<file path="src/rtl/cordic_num_pkg.sv">
// Numeric format of the CORDIC datapath: widths, Q2.30 data type and X start value
package cordic_num_pkg;

    // ========================================================================
    // Word format
    // ========================================================================
    parameter int DATA_W        = 32;   // Full word width
    parameter int FRAC_W        = 30;   // Fraction bits of Q2.30
    parameter int ITER_BITS_DEF = 4;    // Default counter width, 16 iterations

    // Signed Q2.30, two's complement, wraps on overflow
    typedef logic signed [DATA_W-1:0] data_t;

    // ========================================================================
    // Start values
    // ========================================================================
    // 1/K of the rotation gain, 0.607252935 in Q2.30
    // X starts here so no final scaling is needed
    parameter data_t CORDIC_GAIN_INV = 32'h26DD3B6A;

endpackage

</file>
<file path="src/rtl/cordic_atan_rom.sv">
// Arctangent table atan(2^-i) in Q2.30, indexed by the iteration counter
module cordic_atan_rom #(
    parameter int ITER_BITS = cordic_num_pkg::ITER_BITS_DEF  // Iteration counter width
) (
    input  logic [ITER_BITS-1:0]  iter,     // Current iteration i
    output cordic_num_pkg::data_t atan      // atan(2^-i), rounded
);
    import cordic_num_pkg::*;

    always_comb
    begin
        case (int'(iter))
            0:       atan = data_t'(32'h3243F6A9);   // pi/4
            1:       atan = data_t'(32'h1DAC6705);
            2:       atan = data_t'(32'h0FADBAFD);
            3:       atan = data_t'(32'h07F56EA7);
            4:       atan = data_t'(32'h03FEAB77);
            5:       atan = data_t'(32'h01FFD55C);
            6:       atan = data_t'(32'h00FFFAAB);
            7:       atan = data_t'(32'h007FFF55);
            8:       atan = data_t'(32'h003FFFEB);
            9:       atan = data_t'(32'h001FFFFD);
            10:      atan = data_t'(32'h00100000);   // From here atan(x) rounds to x
            11:      atan = data_t'(32'h00080000);
            12:      atan = data_t'(32'h00040000);
            13:      atan = data_t'(32'h00020000);
            14:      atan = data_t'(32'h00010000);
            15:      atan = data_t'(32'h00008000);
            default:
            begin
                // Deep iterations, small-angle value 2^-i
                if (int'(iter) <= FRAC_W)
                    atan = data_t'(1) <<< (FRAC_W - int'(iter));
                else
                    atan = '0;
            end
        endcase
    end

endmodule

</file>
<file path="config.mk">
export PLATFORM = sky130hd
export DESIGN_NAME = cordic_atan_rom
export DESIGN_NICKNAME = d
export VERILOG_FILES = /design/src/rtl/cordic_num_pkg.sv /design/src/rtl/cordic_atan_rom.sv
export SDC_FILE = /design/constraint.sdc
export NUM_CORES = 1
export LEC_CHECK = 0
export BUFFER_PORTS_ARGS = -buffer_cell sky130_fd_sc_hd__buf_2
export CAP_MARGIN = 20
export CORE_AREA = 10 10 47 49
export DETAILED_ROUTE_END_ITERATION = 16
export DIE_AREA = 0 0 57 59
export GPL_ROUTABILITY_DRIVEN = 0
export PLACE_DENSITY = 0.92
export SYNTH_ARGS = -nofsm -noshare
export SYNTH_HDL_FRONTEND = slang
export SYNTH_SLANG_ARGS = --single-unit
</file>
<file path="constraint.sdc">
create_clock -name vclk -period 0.95
set_input_delay 0.0475 -clock vclk [all_inputs]
set_output_delay 0.0475 -clock vclk [all_outputs]
set_load 0.05 [all_outputs]
</file>
==> results of run 1 <==
## metrics by stage
step           cell area (µm²)  setup TNS (ns)  setup slack (ns)  hold WS, ns  std cells
2_1_floorplan            835.8          -2.672           -0.3630       0.1905         89
3_3_place_gp              1141          -6.175           -0.2720       0.6252        152
3_5_place_dp              1141          -7.292           -0.3361       0.6613        152
## logic make-up after synthesis
kind of cell,Yosys count,share of synthesized area
other,1,0.006445
AO/OA/AOI/OAI,31,0.3204
adder cells (fa/ha/maj),7,0.1505
AND/OR/NAND/NOR,35,0.3226
buffers and inverters,13,0.1849
XOR/XNOR,1,0.01506
==> flow_summary_export.csv, run 1 <==
group,metric,value,unit
synth,ys_top_cells_by_area,"ha_1 (15%), o21ai_0 (7.7%), a21oi_1 (6.9%)",
synth,synth_top_area_frac,0.1505,
synth,synth_area,581.8,µm²
clock_network,cts_resized,92,
run_status,status,"did not finish",
synth,ys_top_cells_by_count,"nor2_1 (10), o21ai_0 (9), a21oi_1 (8)",
synth,seq_area_frac_synth,0,
clock_network,hold_buffers,0,
placed_design,port_buffers,34,
synth,avgSynthCellArea,6.611,µm²
synth,yosysTopAreaCell,"ha_1",
synth,synth_warnings,0,
run_status,lastStage,"4_1_cts",
floorplanning,die_y,59,µm
placed_design,dp_hpwl,2002,µm
synth,yosysMostFrequentCell,"nor2_1",
clock_network,cts_setup_buffers,0,
floorplanning,row_count,14,
synth,ys_types,30,
floorplanning,start_util,0.4152,
synth,synthCells,88,
run_status,tool.error,"[ERROR DPL-0038] Utilization greater than 100%, impossible to legalize",
floorplanning,die_w,57,µm
floorplanning,io_pins,36,
==> inputs of run 2 (changes only) <==
Settings changed: CORE_AREA 10 10 47 49 to 10 10 71 73, DIE_AREA 0 0 57 59 to 0 0 81 83, PLACE_DENSITY 0.92 to default, PLACE_DENSITY_LB_ADDON from default to 0.15.
==> run 2 against run 1 <==
  * The flow now finishes, with violations (setup timing)
  * Synthesized cell count unchanged
  * Area after synthesis stayed put
==> flow_summary_export.csv, run 2 <==
group,metric,value,unit
placed_design,dp_hpwl,1997,µm
routing,wire_per_inst,13.42,µm
worst_setup_path,cp.required,0.90,ns
global_routing,grt_overflow,0,
synth,synth_warnings,0,
global_routing,grt_use_total,0.07172,
flow_run,maxCapViolCount,0,
floorplanning,row_count,22,
global_routing,grt_pass1_vias,835,
synth,ys_top_cells_by_area,"ha_1 (15%), o21ai_0 (7.7%), a21oi_1 (6.9%)",
pwr,net-switching-power,726.2,µW
clock_network,hold_buffers,0,
pwr,irDropWorstVdd,0.3777,mV
worst_setup_path,start_kind,"primary input",
run_status,violations,"setup timing",
synth,ys_types,30,
pwr,p_total,1178,µW
routing,remaining_drc_errors,0,
pwr,combPwrFrac,1.000,
floorplanning,core,3633,µm²
run_status,status,"finished with violations",
pwr,leakage,0.0006364,µW
synth,yosysTopAreaCell,"ha_1",
placed_design,dpl_cell_area,1171,µm²
floorplanning,io_pins,36,
global_routing,grt_max_degree,15,
floorplanning,die_y,83,µm
final_layout,post-route-cell-area,1515,µm²
synth,synth_area,581.8,µm²
global_routing,antenna_found_initial,0,
pwr,power.internal,452.2,µW
final_layout,layout_commonest_cell,"buf_4",
final_layout,drive_above_1_share,0.8561,
final_layout,clock_buffers,0,
synth,synth_top_area_frac,0.1505,
sta,fin_ws,-0.2469,ns
pwr,seqPwrFrac,0,
final_layout,fin_nets,152,
routing,dr.pass1.iters,2,
routing,routed_wl,2510,µm
placed_design,port_buffers,34,
worst_setup_path,end_kind,"primary output",
final_layout,antenna_cells,0,
floorplanning,start_util,0.1601,
synth,yosysMostFrequentCell,"nor2_1",
sta,fmax,835.5,MHz
routing,dr_total_vias,785,
final_layout,fin_util,0.4170,
worst_setup_path,critPathKind,"in2out",
final_layout,final_cell_mix,"buf_4 (32), buf_6 (17), o21ai_4 (10), buf_8 (6)",
floorplanning,die_w,81,µm
sta,rsz0062_at_grt,"true",
synth,synthCells,88,
sta,hold_viol,0,
sta,whs,0.5013,ns
synth,avgSynthCellArea,6.611,µm²
final_layout,stdcell_count,187,
global_routing,grt_pass1_wl,4188,µm
sta,drv_slew,0,
final_layout,syn_to_final_growth,160.4,%
pwr,p_sw_frac,0.6163,
final_layout,register_area,0,µm²
pwr,clock_power_share,0,
routing,drt_iter0_drc,10,
worst_setup_path,cp-startpoint,"iter[1]",
worst_setup_path,cp_max_fo,9,
worst_setup_path,worstPathArrival,1.15,ns
routing,routed_via_density,4.198,
synth,ys_top_cells_by_count,"nor2_1 (10), o21ai_0 (9), a21oi_1 (8)",
final_layout,nFlopsAndLatches,0,
placed_design,dp.cells,186,
min_path,worstHoldPathType,"in2out",
routing,antenna_left,0,
sta,setup-violations-final,26,
worst_setup_path,endpoint,"atan[10]",
synth,seq_area_frac_synth,0,
floorplanning,dieArea,6723,µm²
pwr,cellPowerDensity,777.7,nW/µm²
sta,finalCritPeriodShare,1.260,
sta,min_period,1.197,ns
[run 2: worst max-delay path, cell delays in order]
cell and delay [ns]:
buf_8 0.08, clkinvlp_4 0.19, buf_4 0.20, buf_4 0.13, nand3_2 0.08, buf_12 0.16, o21ai_4 0.06, buf_4 0.19
[run 2: through the flow]
step	setup WS, ns	setup TNS [ns]
6_report	-0.2469	-4.780
5_1_grt	-0.3044	-6.313
4_1_cts	-0.2369	-4.793
3_5_place_dp	-0.3544	-7.806
3_3_place_gp	-0.3382	-7.533
2_1_floorplan	-0.3630	-2.672
[run 2: cells by family (layout without fill, tap and decap cells)]
logic type                 Yosys count  in the layout  synth area share
buffers and inverters               13             63            0.1849
other                                1              2          0.006445
and+or+nand+nor                     35             35            0.3226
adders and majority gates            7              7            0.1505
AOI/OAI and AO/OA                   31             31            0.3204
xor gates and xnor gates             1              1           0.01506
[run 2: timing repair]
action / 4_1_cts / 5_1_grt
setup endpoints to repair: 29 / 30
gates resized for setup: 81 / 16
setup buffers: 1 / 0
gates cloned: 0 / 0
pin swaps: 4 / 5
[run 2: worst min path at each step]
stage / start / end / slack, ns / depth (start not counted)
floorplan: iter[1] / atan[28] / 0.19 / 1
detailed placement: iter[1] / atan[28] / 0.60 / 4
CTS: iter[1] / atan[24] / 0.50 / 4
finish: iter[1] / atan[24] / 0.50 / 4
global route: iter[1] / atan[24] / 0.52 / 4
global placement: iter[1] / atan[28] / 0.60 / 4
[run 2: layout make-up]
type	count	area (µm²)
Fill cell	392	2118
Multi-Input combinational cell	76	858.3
Timing Repair Buffer	60	581.8
Tap cell	48	60.06
Inverter	3	15.01
[run 2: power groups by stage]
stage	logic (µW)	clock network (µW)	registers, µW
6_report	1180	0	0
5_1_grt	1240	0	0
4_1_cts	1170	0	0
3_5_place_dp	969	0	0
3_3_place_gp	972	0	0
2_1_floorplan	760	0	0
[run 2: metal layers]
| metal | vias up | part of all wire | global-route usage |
|---|---|---|---|
| li1 | 397 | - | - |
| met1 | 366 | 0.43 | 0.08852 |
| met2 | 22 | 0.48 | 0.1225 |
| met3 | 0 | 0.091 | 0.02478 |
| met4 | 0 | 0 | 0 |
| met5 | - | 0 | 0 |
Note: power is estimated with default switching activity, not from simulation.
