`src/rtl/cordic_num_pkg.sv`:
```
// Numeric format of the CORDIC datapath: widths, Q2.30 data type and X start value
package cordic_num_pkg;

    // ========================================================================
    // Word format
    // ========================================================================
    parameter int DATA_W        = 32;   // Full word width
    parameter int FRAC_W        = 30;   // Fraction bits of Q2.30
    parameter int ITER_BITS_DEF = 4;    // Default counter width, 16 iterations

    // Signed Q2.30, two's complement, wraps on overflow
    typedef logic signed [DATA_W-1:0] data_t;

    // ========================================================================
    // Start values
    // ========================================================================
    // 1/K of the rotation gain, 0.607252935 in Q2.30
    // X starts here so no final scaling is needed
    parameter data_t CORDIC_GAIN_INV = 32'h26DD3B6A;

endpackage

```
`src/rtl/cordic_ctrl_pkg.sv`:
```
// Control encodings: FSM states, shared adder grant and quadrant number
package cordic_ctrl_pkg;

    // Sequencer states
    typedef enum logic [2:0] {
        IDLE,       // Waiting for start
        LOAD,       // Capture inputs, set start values
        SHIFT,      // Snapshot and shifted operands
        UPDATE,     // One variable per cycle through the adder
        COMMIT,     // Next values into X/Y/Z
        OUTPUT,     // Register the corrected result
        DONE        // Hold ready until ack
    } fsm_state_t;

    // Grant of the shared add/subtract unit
    typedef enum logic [1:0] {
        VAR_X = 2'd0,
        VAR_Y = 2'd1,
        VAR_Z = 2'd2
    } var_sel_t;

    typedef logic [1:0] quadrant_t;     // Quadrant k of the reduced angle

endpackage

```
`src/rtl/cordic_datapath.sv`:
```
// X/Y/Z working registers, iteration snapshot, shift stage and write-back
module cordic_datapath #(
    parameter int ITER_BITS = cordic_num_pkg::ITER_BITS_DEF  // Iteration counter width
) (
    input  logic                      clk,
    input  logic                      rst_n,
    input  logic                      load_en,
    input  logic                      shift_en,
    input  logic                      wr_en,
    input  logic                      commit_en,
    input  cordic_ctrl_pkg::var_sel_t var_sel,
    input  logic [ITER_BITS-1:0]      iter,
    input  cordic_num_pkg::data_t     angle,      // Reduced angle, start value of Z
    input  cordic_num_pkg::data_t     sum,        // From the shared adder
    output cordic_num_pkg::data_t     x_snap,
    output cordic_num_pkg::data_t     y_snap,
    output cordic_num_pkg::data_t     z_snap,
    output cordic_num_pkg::data_t     x_shifted,
    output cordic_num_pkg::data_t     y_shifted
);
    import cordic_num_pkg::*;
    import cordic_ctrl_pkg::*;

    data_t x_reg;
    data_t y_reg;
    data_t z_reg;
    data_t x_next;
    data_t y_next;
    data_t z_next;

    // ========================================================================
    // Working registers
    // ========================================================================
    always_ff @(posedge clk)
    begin
        if (load_en)
        begin
            x_reg <= CORDIC_GAIN_INV;                // Pre-scaled by 1/K
            y_reg <= '0;
            z_reg <= angle;
        end
        else if (commit_en)
        begin
            x_reg <= x_next;
            y_reg <= y_next;
            z_reg <= z_next;
        end
    end

    // ========================================================================
    // Snapshot and shift stage
    // ========================================================================
    // Snapshot also follows the commit, so after the last iteration
    // the output stage sees the final X and Y without another shift
    always_ff @(posedge clk)
    begin
        if (shift_en)
        begin
            x_snap    <= x_reg;
            y_snap    <= y_reg;
            z_snap    <= z_reg;
            x_shifted <= x_reg >>> iter;             // Arithmetic, keeps the sign
            y_shifted <= y_reg >>> iter;
        end
        else if (commit_en)
        begin
            x_snap <= x_next;
            y_snap <= y_next;
        end
    end

    // Write-back of the granted variable
    always_ff @(posedge clk)
    begin
        if (wr_en)
        begin
            case (var_sel)
                VAR_X:   x_next <= sum;
                VAR_Y:   y_next <= sum;
                VAR_Z:   z_next <= sum;
                default: z_next <= z_next;           // Unused code
            endcase
        end
    end

    // Commit only right after the Z write of the same iteration
    a_commit_after_z: assert property (@(posedge clk) disable iff (!rst_n)
        commit_en |-> $past(wr_en && (var_sel == VAR_Z)));

endmodule

```
`config.mk`:
```
export PLATFORM = sky130hd
export DESIGN_NAME = cordic_datapath
export DESIGN_NICKNAME = d
export VERILOG_FILES = /design/src/rtl/cordic_num_pkg.sv /design/src/rtl/cordic_ctrl_pkg.sv /design/src/rtl/cordic_datapath.sv
export SDC_FILE = /design/constraint.sdc
export NUM_CORES = 1
export LEC_CHECK = 0
export ABC_AREA = 1
export BUFFER_PORTS_ARGS = -buffer_cell sky130_fd_sc_hd__buf_2
export CAP_MARGIN = 20
export CORE_MARGIN = 2
export CORE_UTILIZATION = 40
export DETAILED_ROUTE_END_ITERATION = 8
export GPL_TIMING_DRIVEN = 0
export HOLD_SLACK_MARGIN = 0.15
export PLACE_DENSITY_LB_ADDON = 0.3
export SETUP_SLACK_MARGIN = 0.2
export SYNTH_ARGS = -nofsm -noshare
export SYNTH_HDL_FRONTEND = slang
export SYNTH_SLANG_ARGS = --single-unit
```
`constraint.sdc`:
```
create_clock -name clk -period 4.6 [get_ports clk]
set_input_delay 0.69 -clock clk [delete_from_list [all_inputs] [get_ports clk]]
set_output_delay 0.69 -clock clk [all_outputs]
set_load 0.02 [all_outputs]
```
# Word-level counts from Yosys, hierarchy flattened

Index checks and enable logic that the tools add are counted.

Latch bits: 0
Word-level logic and storage cells: 27
Bits in writable memories: 0
Output and inout port bits: 160
Memory bits (read-only): 0
Flip-flop bits (word level): 352
Memories: 0
Input port bits: 76

Shift operators: 2
Bitwise logic cells: 0
Magnitude comparators: 0
Reductions and logical operators: 6
Divide/modulo/power cells: 0
$add $sub $neg: 0
Mux-type cells: 6
Eq/ne operators: 2
$mul: 0

Operators by type and width:

| cell                                                                   | count |
|---|---|
| 32-bit two-way mux                                                     | 6 |
| 32-bit by 4-bit >>> shifter with 32-bit output                         | 2 |
| 2-bit AND reduction                                                    | 3 |
| 2-bit nonzero test                                                     | 2 |
| 2-bit by 1-bit equality test with 1-bit output (second input constant) | 1 |
| 2-bit equality test (second input constant)                            | 1 |
| 2-bit logical NOT                                                      | 1 |

# Depth between registers and ports, before layout

Depth after elaboration: 2
Mapped depth: 9
Depth with buffers taken out: 8

# Least setup slack after synthesis

No wires, ideal clock.

Path kind: in2reg
From: in wr_en
To: reg z_next[0], enable pin
Data arrival time: 3.112 ns
Stages: 2
Data required time: 4.132 ns
Buffers on the path: 0
Setup slack: 1.020 ns
Setup time: 0.468 ns
Path through: inv_1 nor3b_1

Longest elaborated chain between the ends: 1

RTL lines:

| item                                 | RTL line              | source |
|---|---|---|
| from (decl)                          | cordic_datapath.sv:9  | `input logic wr_en,` |
| 2-bit AND reduction (no source line) | n/a                   |  |
| to (signal assigned)                 | cordic_datapath.sv:80 | `VAR_Z: z_next <= sum;` |
| to (signal assigned)                 | cordic_datapath.sv:81 | `default: z_next <= z_next;` |
| to (decl)                            | cordic_datapath.sv:29 | `data_t z_next;` |

Every way passes these cells.
A chain may end at the register's enable or synchronous reset.

# Final worst setup path

From: in shift_en
To: reg y_snap[23], enable pin

Longest elaborated chain between the ends: 1

RTL lines:

| item                                | RTL line              | source |
|---|---|---|
| from (decl)                         | cordic_datapath.sv:8  | `input logic shift_en,` |
| 2-bit nonzero test (no source line) | n/a                   |  |
| to (signal assigned)                | cordic_datapath.sv:60 | `y_snap <= y_reg;` |
| to (signal assigned)                | cordic_datapath.sv:68 | `y_snap <= y_next;` |
| to (decl)                           | cordic_datapath.sv:16 | `output cordic_num_pkg::data_t y_snap,` |

Every way passes these cells.

==> results.sh <==
export IMPL_rsz0062_at_grt="no"
export IMPL_post_cts_buffers=0
export IMPL_layout_drive_gt1_share_pct=18.35
export IMPL_yosys_area_top_type_share_pct=58.26
export IMPL_yosysTopAreaCell="edfxtp_1"
export IMPL_clkPwrFrac_pct=37.6
export IMPL_setup_viol=0
export IMPL_use_met1_pct=33.35
export IMPL_rows=70
export IMPL_fmax_mhz=396.8
export IMPL_synthCells=1542
export IMPL_multi_input_area_um2=4492
export IMPL_switching_power_mw=2.090
export IMPL_maxSlewViolCount=0
export IMPL_synth_seq_cells=352
export IMPL_run_status="finished clean"
export IMPL_ctsHoldBuffers=0
export IMPL_cts_tree="done"
export IMPL_slew_headroom_pct=41.35
export IMPL_hpwl_um=35370
export IMPL_switching_share_pct=27.06
export IMPL_layout_commonest_cell="nand2_1"
export IMPL_antenna_left=0
export IMPL_wire_per_inst_um=20.15
export IMPL_routabilityCongestion=0.9385
export IMPL_coreArea_um2=36610
export IMPL_tightest_slew_ns=0.8797
export IMPL_internal_power_mw=5.634
export IMPL_synth_area_leaders="edfxtp_1 (58%), nand2_1 (17%), dfxtp_1 (8.6%), nand3_1 (8.5%), nor2_1 (2.1%)"
export IMPL_io_buffer_count=231
export IMPL_end_kind="flip-flop"
export IMPL_diodes=0
export IMPL_htree_levels=2
export IMPL_yosysSeqAreaShare_pct=66.89
export IMPL_post_cts_resized=0
export IMPL_cpMostUsedCell="clkbuf_1"
export IMPL_remaining_drc_errors=0
export IMPL_critPathKind="in -> reg"
export IMPL_seq_area_um2=9930
export IMPL_dieArea_um2=38670
export IMPL_dr_pass1_iters=5
export IMPL_syn_nets=1618
export IMPL_via_count=12000
export IMPL_synth_warnings=0
export IMPL_arrival_ns=2.68
export IMPL_clock_sinks=352
export IMPL_path_cells="buf_4 > clkbuf_1 > inv_2 > clkbuf_1 > nand2_4"
export IMPL_syn_cell_area_um2=14850
export IMPL_antenna_found_initial=0
export IMPL_seq_power_share_pct=49.7
export IMPL_final_cell_mix="nand2_1 (685), edfxtp_1 (288), buf_2 (258)"
export IMPL_grt_pass1_wl_um=69880
export IMPL_peakVddDrop_uv=228.8
export IMPL_clockRootBuffer="clkbuf_16"
export IMPL_finalHoldViolCount=0
export IMPL_whs_ns=0.3587
export IMPL_fillers=3490
export IMPL_period_minus_slack_ns=2.520
export IMPL_tns_ns=0
export IMPL_routed_wl_um=46650
export IMPL_clk_latency_ns=0.54
export IMPL_die_x_um=196.7
export IMPL_start_kind="input port"
export IMPL_overflow=0
export IMPL_maxCapViolations=0
export IMPL_hp_class="in -> reg"
export IMPL_die_h_um=196.7
export IMPL_synthDistinctLibCells=15
export IMPL_power_density_nw_per_um2=431.4
export IMPL_syn_area_per_cell_um2=9.627
export IMPL_p_comb_share_pct=12.7
export IMPL_grtUsageMet2_pct=40.77
export IMPL_clock_skew_ns=0.01128
export IMPL_cellLeakagePower_nw=7.972
export IMPL_met3_usage_pct=3.337
export IMPL_r2r_slack_ns=2.89
export IMPL_top_usage_layer="met2"
export IMPL_finalNetCount=1895
export IMPL_cts_buffers=37
export IMPL_grt_use_total_pct=24.29
export IMPL_max_stage_delay_ns=0.76
export IMPL_grt_max_degree=65
export IMPL_cts_clk_slew_worst_paths_ns=0.07
export IMPL_initial_core_util_pct=40.55
export IMPL_pin_count=236
export IMPL_cp_slowest_cell="nand2_4"
export IMPL_area_delta_synth_final_pct=20.61
export IMPL_cp_max_fo=64
export IMPL_required_ns=4.76
export IMPL_routed_via_density=5.185
export IMPL_drt_iter0_drc=1135
export IMPL_finalCritPeriodShare_pct=54.79
export IMPL_ctsLongestPathBuffers=3
export IMPL_grt_pass1_vias=11560
## power groups by stage
stage	clock (mW)	combinational (mW)	sequential [mW]
floorplan	0	0.419	4.03
global placement	0	0.959	3.91
detailed placement	0	0.976	3.90
CTS	2.95	0.982	3.84
global route	3.08	1.08	3.86
finish	2.90	0.982	3.84
## logic make-up (layout without fill, tap and decap cells)
family | Yosys count | in the layout | share of synthesized area, %
buf+inv | 106 | 411 | 3.043
simple gates | 1025 | 1025 | 28.08
flops | 352 | 352 | 66.89
compound gates | 59 | 59 | 1.989
## cells in the mapped netlist
cell type and count:
nor2_1 83, a21oi_1 6, clkbuf_1 41, o21ai_0 53
inv_1 8, buf_4 5, inv_2 6, nand3_1 253
dfxtp_1 64, nor3b_1 1, buf_2 28, nand2_1 687
nor3_1 1, buf_1 18, edfxtp_1 288
## path summary, 6_finish.rpt
path,start,end,cells past startpoint
worst max register to register,y_reg[31],y_shifted[30],8
worst max-delay path,shift_en,y_snap[23],5
worst min-delay path,sum[20],y_next[20],1
worst min register to register,z_reg[19],z_snap[19],0
## final cells by class
cell class,instances,area share [%]
clock buffers,48,5.632
inverters,14,0.2935
flip-flops and latches,352,55.46
multi-input cells,1084,25.09
repair buffers,238,7.051
clock inverters,19,0.9783
well taps,468,3.270
plain buffers,92,2.229
## per-layer routing
metal | part of all wire [%] | vias up
met2 | 47 | 488
li1 | - | 5743
met1 | 44 | 5701
met3 | 6.4 | 71
met4 | 2.5 | 0
met5 | 0 | -
## metrics by stage
step	util, %	total power [mW]	area (µm²)	std cells	worst slack [ns]
floorplan	-	4.450	14850	1542	1.020
detailed placement	45.67	4.880	16720	2248	1.545
finish	48.91	7.724	17900	2315	2.080
global placement	45.31	4.869	16590	2241	-0.9142
CTS	48.91	7.773	17900	2315	2.105
global route	48.91	8.013	17900	2315	1.947
## critical path, delay by kind of cell
kind          cells  cell delay [ns]
simple gates      1             0.76
buf+inv           4             1.14
(Power assumes the default switching activity.)
