`src/rtl/cordic_num_pkg.sv`:
```
// Numeric format of the CORDIC datapath: widths, Q2.30 data type and X start value
package cordic_num_pkg;

    // ========================================================================
    // Word format
    // ========================================================================
    parameter int DATA_W        = 32;   // Full word width
    parameter int FRAC_W        = 30;   // Fraction bits of Q2.30
    parameter int ITER_BITS_DEF = 4;    // Default counter width, 16 iterations

    // Signed Q2.30, two's complement, wraps on overflow
    typedef logic signed [DATA_W-1:0] data_t;

    // ========================================================================
    // Start values
    // ========================================================================
    // 1/K of the rotation gain, 0.607252935 in Q2.30
    // X starts here so no final scaling is needed
    parameter data_t CORDIC_GAIN_INV = 32'h26DD3B6A;

endpackage

```
`src/rtl/cordic_ctrl_pkg.sv`:
```
// Control encodings: FSM states, shared adder grant and quadrant number
package cordic_ctrl_pkg;

    // Sequencer states
    typedef enum logic [2:0] {
        IDLE,       // Waiting for start
        LOAD,       // Capture inputs, set start values
        SHIFT,      // Snapshot and shifted operands
        UPDATE,     // One variable per cycle through the adder
        COMMIT,     // Next values into X/Y/Z
        OUTPUT,     // Register the corrected result
        DONE        // Hold ready until ack
    } fsm_state_t;

    // Grant of the shared add/subtract unit
    typedef enum logic [1:0] {
        VAR_X = 2'd0,
        VAR_Y = 2'd1,
        VAR_Z = 2'd2
    } var_sel_t;

    typedef logic [1:0] quadrant_t;     // Quadrant k of the reduced angle

endpackage

```
`src/rtl/cordic_fsm.sv`:
```
// CORDIC sequencer FSM with iteration counter, variable counter and ready flag
module cordic_fsm #(
    parameter int ITER_BITS = cordic_num_pkg::ITER_BITS_DEF  // Iteration counter width
) (
    input  logic                      clk,
    input  logic                      rst_n,
    input  logic                      start,      // Host request, seen in IDLE only
    input  logic                      ack,        // Host took the result
    output logic                      ready,      // Result valid, held until ack
    output logic                      load_en,    // Capture inputs and start values
    output logic                      shift_en,   // Snapshot and shift stage
    output logic                      wr_en,      // Write adder sum to next value
    output logic                      commit_en,  // Next values into X/Y/Z
    output logic                      out_en,     // Register the result
    output cordic_ctrl_pkg::var_sel_t var_sel,    // Adder grant, X then Y then Z
    output logic [ITER_BITS-1:0]      iter        // Current iteration
);
    import cordic_ctrl_pkg::*;

    fsm_state_t state;
    fsm_state_t state_nxt;
    logic       last_iter;

    assign last_iter = (iter == {ITER_BITS{1'b1}});

    // ========================================================================
    // Next state
    // ========================================================================
    always_comb
    begin
        state_nxt = state;
        case (state)
            IDLE:
            begin
                if (start)
                    state_nxt = LOAD;
            end
            LOAD:    state_nxt = SHIFT;
            SHIFT:   state_nxt = UPDATE;
            UPDATE:
            begin
                if (var_sel == VAR_Z)                // Z is the last of the three
                    state_nxt = COMMIT;
            end
            COMMIT:  state_nxt = last_iter ? OUTPUT : SHIFT;
            OUTPUT:  state_nxt = DONE;
            DONE:
            begin
                if (ack)
                    state_nxt = IDLE;
            end
            default: state_nxt = IDLE;
        endcase
    end

    // Moore decode of the strobes
    assign load_en   = (state == LOAD);
    assign shift_en  = (state == SHIFT);
    assign wr_en     = (state == UPDATE);
    assign commit_en = (state == COMMIT);
    assign out_en    = (state == OUTPUT);

    // ========================================================================
    // State, counters and ready
    // ========================================================================
    always_ff @(posedge clk)
    begin
        if (!rst_n)
        begin
            state   <= IDLE;
            ready   <= 1'b0;
            iter    <= '0;
            var_sel <= VAR_X;
        end
        else
        begin
            state <= state_nxt;
            ready <= (state_nxt == DONE);            // Rises with the registered result
            if (load_en)
                iter <= '0;
            else if (commit_en)
                iter <= iter + ITER_BITS'(1);        // Wraps to 0 after the last one
            if (wr_en)
                var_sel <= (var_sel == VAR_Z) ? VAR_X : var_sel_t'(var_sel + 2'd1);
        end
    end

    // Ready stays up until the host acks, then drops
    a_ready_until_ack: assert property (@(posedge clk) disable iff (!rst_n)
        ready |=> (ready == !$past(ack)));

    // Variable counter wraps after Z and never grants the unused code
    a_var_sel_range: assert property (@(posedge clk) disable iff (!rst_n)
        (state == UPDATE) |-> (var_sel != var_sel_t'(VAR_Z + 1)));

endmodule

```
`config.mk`:
```
export PLATFORM = sky130hd
export DESIGN_NAME = cordic_fsm
export DESIGN_NICKNAME = d
export VERILOG_FILES = /design/src/rtl/cordic_num_pkg.sv /design/src/rtl/cordic_ctrl_pkg.sv /design/src/rtl/cordic_fsm.sv
export SDC_FILE = /design/constraint.sdc
export NUM_CORES = 1
export LEC_CHECK = 0
export BUFFER_PORTS_ARGS = -buffer_cell sky130_fd_sc_hd__buf_2
export CORE_AREA = 2 2 39 41
export CTS_BUF_LIST = sky130_fd_sc_hd__clkbuf_4 sky130_fd_sc_hd__clkbuf_8 sky130_fd_sc_hd__clkbuf_16
export DETAILED_ROUTE_END_ITERATION = 10
export DIE_AREA = 0 0 41 43
export GPL_ROUTABILITY_DRIVEN = 0
export PLACE_DENSITY = 0.76
export SYNTH_ARGS = -nofsm -noshare
export SYNTH_HDL_FRONTEND = slang
export SYNTH_SLANG_ARGS = --single-unit
```
`constraint.sdc`:
```
create_clock -name clk -period 1.6 [get_ports clk]
set_clock_uncertainty 0.05 [all_clocks]
set_input_delay 0.16 -clock clk [delete_from_list [all_inputs] [get_ports clk]]
set_output_delay 0.16 -clock clk [all_outputs]
set_load 0.05 [all_outputs]
```
* Word-level counts from Yosys, hierarchy flattened
Cells that the tools add are included.
Word-level totals: bits of input ports 4, output and inout port bits 12, bits in registers 10, logic and storage cells 24
Cells by class: bitwise gates (word level) 1, reduce and logical (&&, ||, !) cells 2, mux-type cells 6, add/subtract/negate cells 2, eq/ne operators 9
Operators by type and width (count):
- $pmux W3 S7 | 1
- $eq A3 B3 Y1 const B | 4
- $mux W3 | 4
- $eq A3 B2 Y1 const B | 2
- $add A4 B1 Y4 const B | 1
- $eq A4 B4 Y1 const B | 1
- $eq A3 B1 Y1 const B | 1
- $logic_not A3 Y1 | 1
- $add A2 B1 Y2 const B | 1
- $eq A2 B2 Y1 const B | 1
- $mux W2 | 1
- $reduce_or A2 Y1 | 1
- $not A1 Y1 | 1

* Depth between registers and ports, before layout
Gate-level depths: netlist of run 1.
depth in word-level cells 4, mapped depth 4

* Worst setup path after synthesis of run 1
OpenSTA, ideal clock, no wires.
path kind flip-flop to output port, from reg state[1], to out shift_en, arrival 1.614 ns, path slack -0.224 ns, stages on the path, launching flop included 4, data required time 1.390 ns, path through dfxtp_1 > buf_2 > inv_1 > nor3_1
On the way: word-level cells in the longest chain between the ends 1
Ends and longest elaborated chain:
- from (decl) | line cordic_fsm.sv:20 | fsm_state_t state;
- from (signal assigned) | line cordic_fsm.sv:77 | state <= state_nxt;
- $eq A3 B2 Y1 | line cordic_fsm.sv:58 | assign shift_en = (state == SHIFT);
- to (decl) | line cordic_fsm.sv:11 | output logic shift_en,
Every way passes these cells.

* Final worst setup path of run 1
from reg state[0], to out commit_en
On the way: word-level cells in the longest chain between the ends 1
Ends and longest elaborated chain:
- $eq A3 B3 Y1 | line cordic_fsm.sv:60 | assign commit_en = (state == COMMIT);
- to (decl) | line cordic_fsm.sv:13 | output logic commit_en,
Every way passes these cells.

==> metrics.cfg, run 1 <==
[cts]
hold_buffers = 0
clock-sinks = 10
clk_pin_slew_worst_paths_ns = 0.06
cts_tree = yes
cts_buffers = 3
clock-root-buffer = clkbuf_4
clk_latency_ns = 0.26
h-tree-depth = 1
cts_buffer_depth = 2

[finish]
stdcell_count = 97
antenna_cells = 0
fillCellCount = 139
multiInputGateArea_um2 = 305
drive_above_1_share_pct = 37.0
syn2layout_area_growth_pct = 29.5
seqCellArea_um2 = 204
fin_nets = 88

[routing]
drt_wl_total_um = 1230
firstDrtPassIters = 4
vias_per_cell = 5.20
avgRoutedWirePerCell_um = 12.7
vias = 504
drc = 0
antenna_left = 0
drt_iter0_drc = 9

[timing]
setup_tns_ns = 0
worstMarginPinSlew_ns = 0.494
period_minus_slack_ns = 1.51
min_period_over_period_pct = 94.2
rsz0062_at_grt = false
slew_viol_final = 0
slew_headroom_pct = 66.7
max_freq_mhz = 663
finalHoldViolCount = 0
setup_violations = 0
setup_ws_ns = 0.0927

[yosys]
synth-seq-cells = 10
syn-instance-count = 63
synth_top_cell_area_share_pct = 38.4
syn_nets = 68
seq_area_frac_synth_pct = 38.4
ys.flop_type = dfxtp_1
synth_commonest_cells = dfxtp_1, nand2_1, o21ai_0
synth_top_cell_by_area = dfxtp_1
yosys_warnings = 0
synthTopCellsByArea = dfxtp_1, o21ai_0, a21boi_0
synth.most_common_cell = dfxtp_1
synth.distinct_cells = 25
synth_async_sr_flop_share_pct = 0
synth_enable_flop_cells = 0
avgSynthCellArea_um2 = 8.28
syn_area_um2 = 522

[power_and_ir_drop]
power_leakage_nw = 0.297
p_per_area_nw_per_um2 = 762
vdd_drop_max_mv = 0.436

[critical_path]
cp_max_fo = 10
r2r-start = state[2]
endpoint_kind = primary output
worstSetupStartpointType = flop
slowest_delay_ns = 0.41
ff2ff_path_depth = 4
path_class = reg -> out
r2r-end = ready
worstPathArrival_ns = 1.30
path_cells = or3b_4 > inv_2 > buf_6
cp_slowest_cell = or3b_4
r2r_slack_ns = 0.18
required_ns = 1.39

[global_route]
groute.usage.overall_pct = 16.8
grt_max_degree = 11
grt.overflow.total = 0
grt_pass1_vias = 427
antenna_found_initial = 0
grt_pass1_wl_um = 1890

[die]
pin_count = 16
dieArea_um2 = 1760
dieWidth_um = 41
std_cell_rows = 14
initial_utilization_pct = 37.7
core_area_um2 = 1380
die-height_um = 43

[min_path]
worstHoldStart = rst_n
hold_path_class = in -> reg
hold_path_depth = 3
worstHoldEndpoint = state[0]

[status]
status = completed

[place]
port_buffers = 15
dpl.cell_count = 94
pre_cts_ws_ns = 0.0914
dpl.hpwl_um = 927

[run]
drv_cap = 0

## worst max-delay path, delay by kind of cell, from the launching register on
| family | cells | cell delay, ns |
|---|---|---|
| flip-flops | 1 | 0.37 |
| AND/OR/NAND/NOR | 1 | 0.41 |
| buffers and inverters | 2 | 0.26 |
## power breakdown
group          total [mW]  internal, mW  switching (mW)
combinational      0.0816        0.0269          0.0547
sequential          0.265         0.256         0.00944
clock               0.168        0.0867          0.0814
## area by class of cell
type / count / area share [%]
multi-input cells: 46 / 45.2
flip-flops and latches: 10 / 30.2
repair buffers: 18 / 16.1
clock buffers: 3 / 3.33
well taps: 16 / 2.96
inverters: 4 / 2.22
## worst max-delay path by stage
stage | start | end | slack, ns | depth (start not counted)
finish | state[0] | commit_en | 0.09 | 3
global route | state[1] | shift_en | 0.02 | 4
CTS | state[0] | commit_en | 0.03 | 3
detailed placement | state[0] | ready | 0.09 | 3
global placement | state[0] | commit_en | 0.21 | 3
floorplan | var_sel[1] | ready | 0.08 | 3
## per-stage QoR
| step | hold slack, ns | cell area, um2 | power (mW) | util [%] |
|---|---|---|---|---|
| floorplan | 0.240 | 529 | 0.325 | - |
| global placement | 0.426 | 632 | 0.347 | 45.7 |
| detailed placement | 0.423 | 632 | 0.349 | 45.7 |
| CTS | 0.155 | 663 | 0.522 | 47.9 |
| global route | 0.156 | 676 | 0.538 | 48.8 |
| finish | 0.168 | 676 | 0.515 | 48.8 |
## cell usage in the layout, fill, tap and decap left out, types with 2 or more instances in the layout
cell,instances
buf_2,12
dfxtp_1,7
nand2_1,6
nor2_1,4
o21ai_0,4
clkbuf_4,4
buf_4,4
inv_1,3
nand3_1,3
a21oi_1,3
a21boi_0,3
dfxtp_2,3
nand3b_1,2
nand2b_1,2
nor2b_1,2
or3_1,2
xnor2_1,2
## repair_timing
item	4_1_cts	5_1_grt
buffers inserted	0	0
resized for setup	4	6
setup endpoints to repair	1	4
## registers in the layout, indices dropped and copies added (netlist names)
| name | cells |
|---|---|
| ready | 1 |
| state | 3 |
| iter | 4 |
| var_sel | 2 |
## cell families (layout without fill, tap and decap cells)
| family | count (synthesis) | count (layout) | synth area share, % |
|---|---|---|---|
| xor gates and xnor gates | 2 | 2 | 3.36 |
| adders and majority gates | 1 | 1 | 2.40 |
| buffers and inverters | 7 | 25 | 5.75 |
| DFF | 10 | 10 | 38.4 |
| and+or+nand+nor | 29 | 29 | 32.4 |
| AOI/OAI and AO/OA | 14 | 14 | 17.7 |
## per-layer routing
metal | vias up | global-route usage, % | wire length [um]
met5 | - | 0 | 0
met4 | 0 | 14.0 | 17
met3 | 2 | 3.14 | 65
met2 | 23 | 23.8 | 553
met1 | 221 | 20.8 | 598
li1 | 258 | - | -
Power figures use the tool's default switching activity.
==> run 2, diff against run 1 <==
- ABC_AREA: not set -> 1
- PLACE_DENSITY: 0.76 -> 0.81
- SETUP_SLACK_MARGIN: not set -> 0.1
==> metrics.cfg, run 2 <==
[timing]
max_freq_mhz = 702  ; +5.8%
setup_violations = 0  ; unchanged
slew_viol_final = 0  ; unchanged
finalHoldViolCount = 0  ; unchanged
worstMarginPinSlew_ns = 0.249  ; -0.245 ns
slew_headroom_pct = 83.5  ; +17 points
rsz0062_at_grt = true
min_period_over_period_pct = 89.0  ; -5.2 points
setup_tns_ns = 0  ; unchanged
period_minus_slack_ns = 1.42  ; -0.0831 ns

[critical_path]
cp_max_fo = 7  ; -3
path_delay_family = flip-flops
endpoint_kind = primary output
path_class = reg -> out
path_cells = nand2_1 > nor2_2 > clkbuf_4
worstSetupStartpointType = flop
cp_slowest_cell = dfxtp_2
worst-path-buf-inv = 1  ; -1
slowest_delay_ns = 0.43  ; +0.02 ns
required_ns = 1.39  ; about the same
worstPathArrival_ns = 1.21  ; -0.09 ns

[cts]
h-tree-depth = 1  ; unchanged
clock-root-buffer = clkbuf_4
cts_buffer_depth = 2  ; unchanged
clk_latency_ns = 0.26  ; about the same
hold_buffers = 0  ; unchanged
clk_pin_slew_worst_paths_ns = 0.06  ; about the same
clock-sinks = 10  ; unchanged
cts_buffers = 3  ; unchanged
cts_tree = yes

[global_route]
antenna_found_initial = 0  ; unchanged
grt_pass1_wl_um = 1990  ; +5.5%
grt_max_degree = 10  ; -1
grt_pass1_vias = 486  ; +14%
grt.overflow.total = 0  ; unchanged
groute.usage.overall_pct = 17.2  ; +0.39 points

[yosys]
synth_commonest_cells = nand2_1, inv_1, nor2_1
seq_area_frac_synth_pct = 34.4  ; -4.0 points
synth_top_cell_area_share_pct = 34.4  ; -4.0 points
synth.most_common_cell = nand2_1
synth.distinct_cells = 16  ; -36%
synth_enable_flop_cells = 0  ; unchanged
ys.flop_type = dfxtp_1
synthTopCellsByArea = dfxtp_1, nand2_1, inv_1
yosys_warnings = 0  ; unchanged
syn-instance-count = 83  ; +32%
synth-seq-cells = 10  ; unchanged
synth_top_cell_by_area = dfxtp_1
syn_nets = 88  ; +29%
syn_area_um2 = 582  ; +12%
avgSynthCellArea_um2 = 7.01  ; -15%
synth_async_sr_flop_share_pct = 0  ; unchanged

[routing]
drt_wl_total_um = 1150  ; -6.5%
firstDrtPassIters = 4  ; unchanged
drc = 0  ; unchanged
vias_per_cell = 4.70  ; -9.6%
avgRoutedWirePerCell_um = 10.0  ; -21%
vias = 540  ; +7.1%
antenna_left = 0  ; unchanged
drt_iter0_drc = 19  ; +10

[place]
dpl.hpwl_um = 920  ; -0.74%
port_buffers = 15  ; unchanged
dpl.cell_count = 112  ; +19%
placed_area_um2 = 654  ; +3.6%

[die]
pin_count = 16  ; unchanged
initial_utilization_pct = 42.0  ; +4.3 points
dieWidth_um = 41  ; unchanged
dieArea_um2 = 1760  ; unchanged
std_cell_rows = 14  ; unchanged
die-height_um = 43  ; unchanged
core_area_um2 = 1380  ; unchanged

[finish]
fin_nets = 106  ; +20%
antenna_cells = 0  ; unchanged
layout_common_cells = nand2_1, inv_1, buf_2
syn2layout_area_growth_pct = 18.3
largest_reg_flops = 4  ; unchanged
regMostFlops = iter
reg_top3 = iter: 4 flops, state: 3 flops, var_sel: 2 flops
mostFrequentLayoutCell = nand2_1
drive_above_1_share_pct = 35.4  ; -1.7 points
fillCellCount = 149  ; +7.2%
stdcell_count = 115  ; +19%
design_area_um2 = 688  ; +1.9%

[power_and_ir_drop]
p_per_area_nw_per_um2 = 790  ; +3.8%
power_leakage_nw = 0.364  ; +22%
vdd_drop_max_mv = 0.462  ; +6.0%

[status]
status = completed

[run]
drv_cap = 0  ; unchanged

[min_path]
hold_path_class = in -> reg

## run 2: power breakdown
part	total (mW)	switching, mW	internal, mW
Combinational	0.101	0.0730	0.0277
Clock	0.166	0.0795	0.0866
Sequential	0.277	0.0179	0.259
Total	0.544	0.170	0.374
## run 2: worst paths after layout
check,start,to,slack [ns],depth (start not counted)
worst max-delay path,state[1],wr_en,0.18,3
worst min-delay path,rst_n,var_sel[0],0.13,3
worst max register to register,iter[0],state[2],0.39,7
worst min register to register,iter[0],iter[0],0.44,2
## run 2: stage by stage
step	util (%)	worst slack, ns	hold slack [ns]	power [mW]
floorplan	-	0.118	0.246	0.370
global placement	47.3	0.343	0.395	0.379
detailed placement	47.3	0.317	0.395	0.381
CTS	49.2	0.0734	0.116	0.552
global route	49.7	0.0909	0.142	0.575
finish	49.7	0.176	0.126	0.544
## run 2: logic make-up after synthesis
family | Yosys count | share of synthesized area [%]
and+or+nand+nor | 45 | 40.0
buffers and inverters | 17 | 13.5
DFF | 10 | 34.4
adders and majority gates | 1 | 2.15
AOI/OAI and AO/OA | 10 | 9.89
## run 2: routing by layer
metal  GRT usage, %  routed length (um)  vias to the layer above
met2           26.9                 570                       18
met4           8.00                  32                        0
met3           7.85                  69                        4
met5              0                   0                        -
li1               -                   -                      284
met1           18.8                 481                      234
## run 2: timing repair
action	4_1_cts	5_1_grt
setup buffers	0	0
setup endpoints to repair	4	4
gates resized for setup	2	4
pin swaps	0	0
## run 2: cell type report
type / instances / area, um2 / share of cell area [%]
Tap cell: 16 / 20.0 / 2.91
Inverter: 15 / 56.3 / 8.18
Timing Repair Buffer: 15 / 82.6 / 12.0
Clock buffer: 3 / 22.5 / 3.27
Multi-Input combinational cell: 56 / 303 / 44.0
Sequential cell: 10 / 204 / 29.6
## run 2: worst reg2reg max path, stage by stage (launching register included)
cell	delay, ns
dfxtp_1	0.33
ha_1	0.25
nand3_1	0.13
inv_1	0.08
nand2_4	0.07
nand2_1	0.06
nor2_1	0.11
nor2_2	0.04
==> run 3, diff against run 2 <==
- ABC_AREA: 1 -> not set
- PLACE_DENSITY: 0.81 -> 0.76
==> metrics.cfg, run 3 (synthesis gave the netlist of run 1 again) <==
[finish]
seqCellArea_um2 = 211  ; +3.7%
antenna_cells = 0  ; unchanged
multiInputGateArea_um2 = 302  ; -0.41%
fillCellCount = 132  ; -11%
fin_nets = 91  ; -14%
layout_common_cells = buf_2, nand2_1, dfxtp_1, buf_4
syn2layout_area_growth_pct = 37.9
drive_above_1_share_pct = 41.7  ; +6.3 points
largest_reg_flops = 4  ; unchanged
mostFrequentLayoutCell = buf_2
design_area_um2 = 719  ; +4.5%
reg_top3 = iter: 4 flops, state: 3 flops, var_sel: 2 flops
fin_util_pct = 52.0  ; +2.3 points
regMostFlops = iter

[cts]
cts_buffers = 3  ; unchanged
h-tree-depth = 1  ; unchanged
clk_latency_ns = 0.26  ; about the same
clk_pin_slew_worst_paths_ns = 0.06  ; about the same
cts_buffer_depth = 2  ; unchanged
clock-sinks = 10  ; unchanged
clock-root-buffer = clkbuf_4
cts_tree = yes

[timing]
slew_viol_final = 0  ; unchanged
rsz0062_at_grt = true
max_freq_mhz = 674  ; -4.0%
period_minus_slack_ns = 1.48  ; +0.0588 ns
finalHoldViolCount = 0  ; unchanged
setup_ws_ns = 0.117  ; -0.0588 ns
min_period_over_period_pct = 92.7  ; +3.7 points
setup_tns_ns = 0  ; unchanged
worstMarginPinSlew_ns = 0.338  ; +0.0887 ns
slew_headroom_pct = 77.3  ; -6.2 points
whs_ns = 0.158  ; +0.0318 ns
setup_violations = 0  ; unchanged

[run]
drv_cap = 0  ; unchanged

[die]
dieArea_um2 = 1760  ; unchanged
initial_utilization_pct = 37.7  ; -4.3 points
core_area_um2 = 1380  ; unchanged
die-height_um = 43  ; unchanged
pin_count = 16  ; unchanged
std_cell_rows = 14  ; unchanged
dieWidth_um = 41  ; unchanged

[min_path]
worstHoldStart = rst_n
hold_path_class = in -> reg
hold_path_depth = 2  ; -1
worstHoldEndpoint = var_sel[1]

[routing]
drc = 0  ; unchanged
vias = 515  ; -4.6%
firstDrtPassIters = 4  ; unchanged
antenna_left = 0  ; unchanged
vias_per_cell = 5.15  ; +9.7%
drt_wl_total_um = 1160  ; +0.26%
drt_iter0_drc = 8  ; -11
avgRoutedWirePerCell_um = 11.6  ; +15%

[power_and_ir_drop]
power_leakage_nw = 0.317  ; -13%
p_per_area_nw_per_um2 = 717  ; -9.3%
pwr-share-comb_pct = 15.6  ; -2.9 points
p_sw_share_pct = 27.9  ; -3.4 points
clockPowerShare_pct = 32.5  ; +2.0 points
p_sw_mw = 0.144  ; -16%
vdd_drop_max_mv = 0.377  ; -18%
seqPwrFrac_pct = 51.9  ; +1.0 points
p_int_mw = 0.372  ; -0.45%

[place]
dpl.hpwl_um = 807  ; -12%
placed_area_um2 = 641  ; -2.1%
port_buffers = 15  ; unchanged
pre_cts_ws_ns = 0.130  ; -0.187 ns

[critical_path]
worstPathArrival_ns = 1.27  ; +0.06 ns
r2r_slack_ns = 0.21  ; -0.18 ns
ff2ff_path_depth = 3  ; -4
required_ns = 1.39  ; about the same
cp_max_fo = 11  ; +4
r2r-start = state[1]
endpoint_kind = primary output
r2r-end = iter[3]
worstSetupStartpointType = flop
path_class = reg -> out

[global_route]
grt_pass1_vias = 414  ; -15%
antenna_found_initial = 0  ; unchanged
grt.overflow.total = 0  ; unchanged
grt_pass1_wl_um = 1720  ; -14%
grt_max_degree = 12  ; +2
groute.usage.overall_pct = 14.7  ; -2.5 points

[status]
status = completed

==> run 3: cell count changes in the layout (fill, tap and decap cells not counted), sizes merged, moves of 3 or more <==
cell and change:
a21boi +3, a21oi -4, buf +8, inv -11
nand2 -17, nand3 -5, nor2 -10
==> run 3: power groups by stage <==
stage | sequential [mW] | combinational (mW) | clock (mW)
after CTS | 0.268 | 0.0799 | 0.171
after global routing | 0.270 | 0.0861 | 0.183
final | 0.268 | 0.0802 | 0.168
after global placement | 0.272 | 0.0777 | 0
after floorplan | 0.269 | 0.0564 | 0
after detailed placement | 0.272 | 0.0789 | 0
==> run 3: cell type report <==
type,count,area share (%)
clock buffers,3,3.13
repair buffers,21,20.3
inverters,4,2.43
flip-flops and latches,10,29.4
multi-input cells,46,41.9
well taps,16,2.78
==> run 3: critical path: stages, from the launching register on <==
cell and delay, ns:
dfxtp_4 0.38, or3b_4 0.41, inv_4 0.08, buf_8 0.14
==> run 3: timing repair <==
action,CTS,global route
gates resized for setup,8,9
endpoints found under the setup margin,5,4
pin swaps,0,1
hold buffers,0,0
buffers inserted,0,2
==> run 3: worst max-delay path by stage <==
stage | to | slack (ns) | start | depth (start not counted)
3_5_place_dp | commit_en | 0.13 | state[1] | 3
5_1_grt | commit_en | 0.08 | state[0] | 3
4_1_cts | commit_en | 0.06 | state[1] | 3
6_report | commit_en | 0.12 | state[1] | 3
2_1_floorplan | iter[0] | 0.13 | state[1] | 4
3_3_place_gp | commit_en | 0.16 | state[1] | 3
==> run 3: per-layer routing <==
layer / track usage (%) / wire, um
met2: 19.7 / 539
met4: 12.0 / 22
met5: 0 / 0
met1: 18.2 / 544
met3: 4.71 / 51
==> run 3: stage by stage <==
step / std cells / total power [mW]
after floorplan: 63 / 0.325
after global placement: 95 / 0.350
after detailed placement: 95 / 0.351
after CTS: 98 / 0.519
after global routing: 100 / 0.539
final: 100 / 0.516
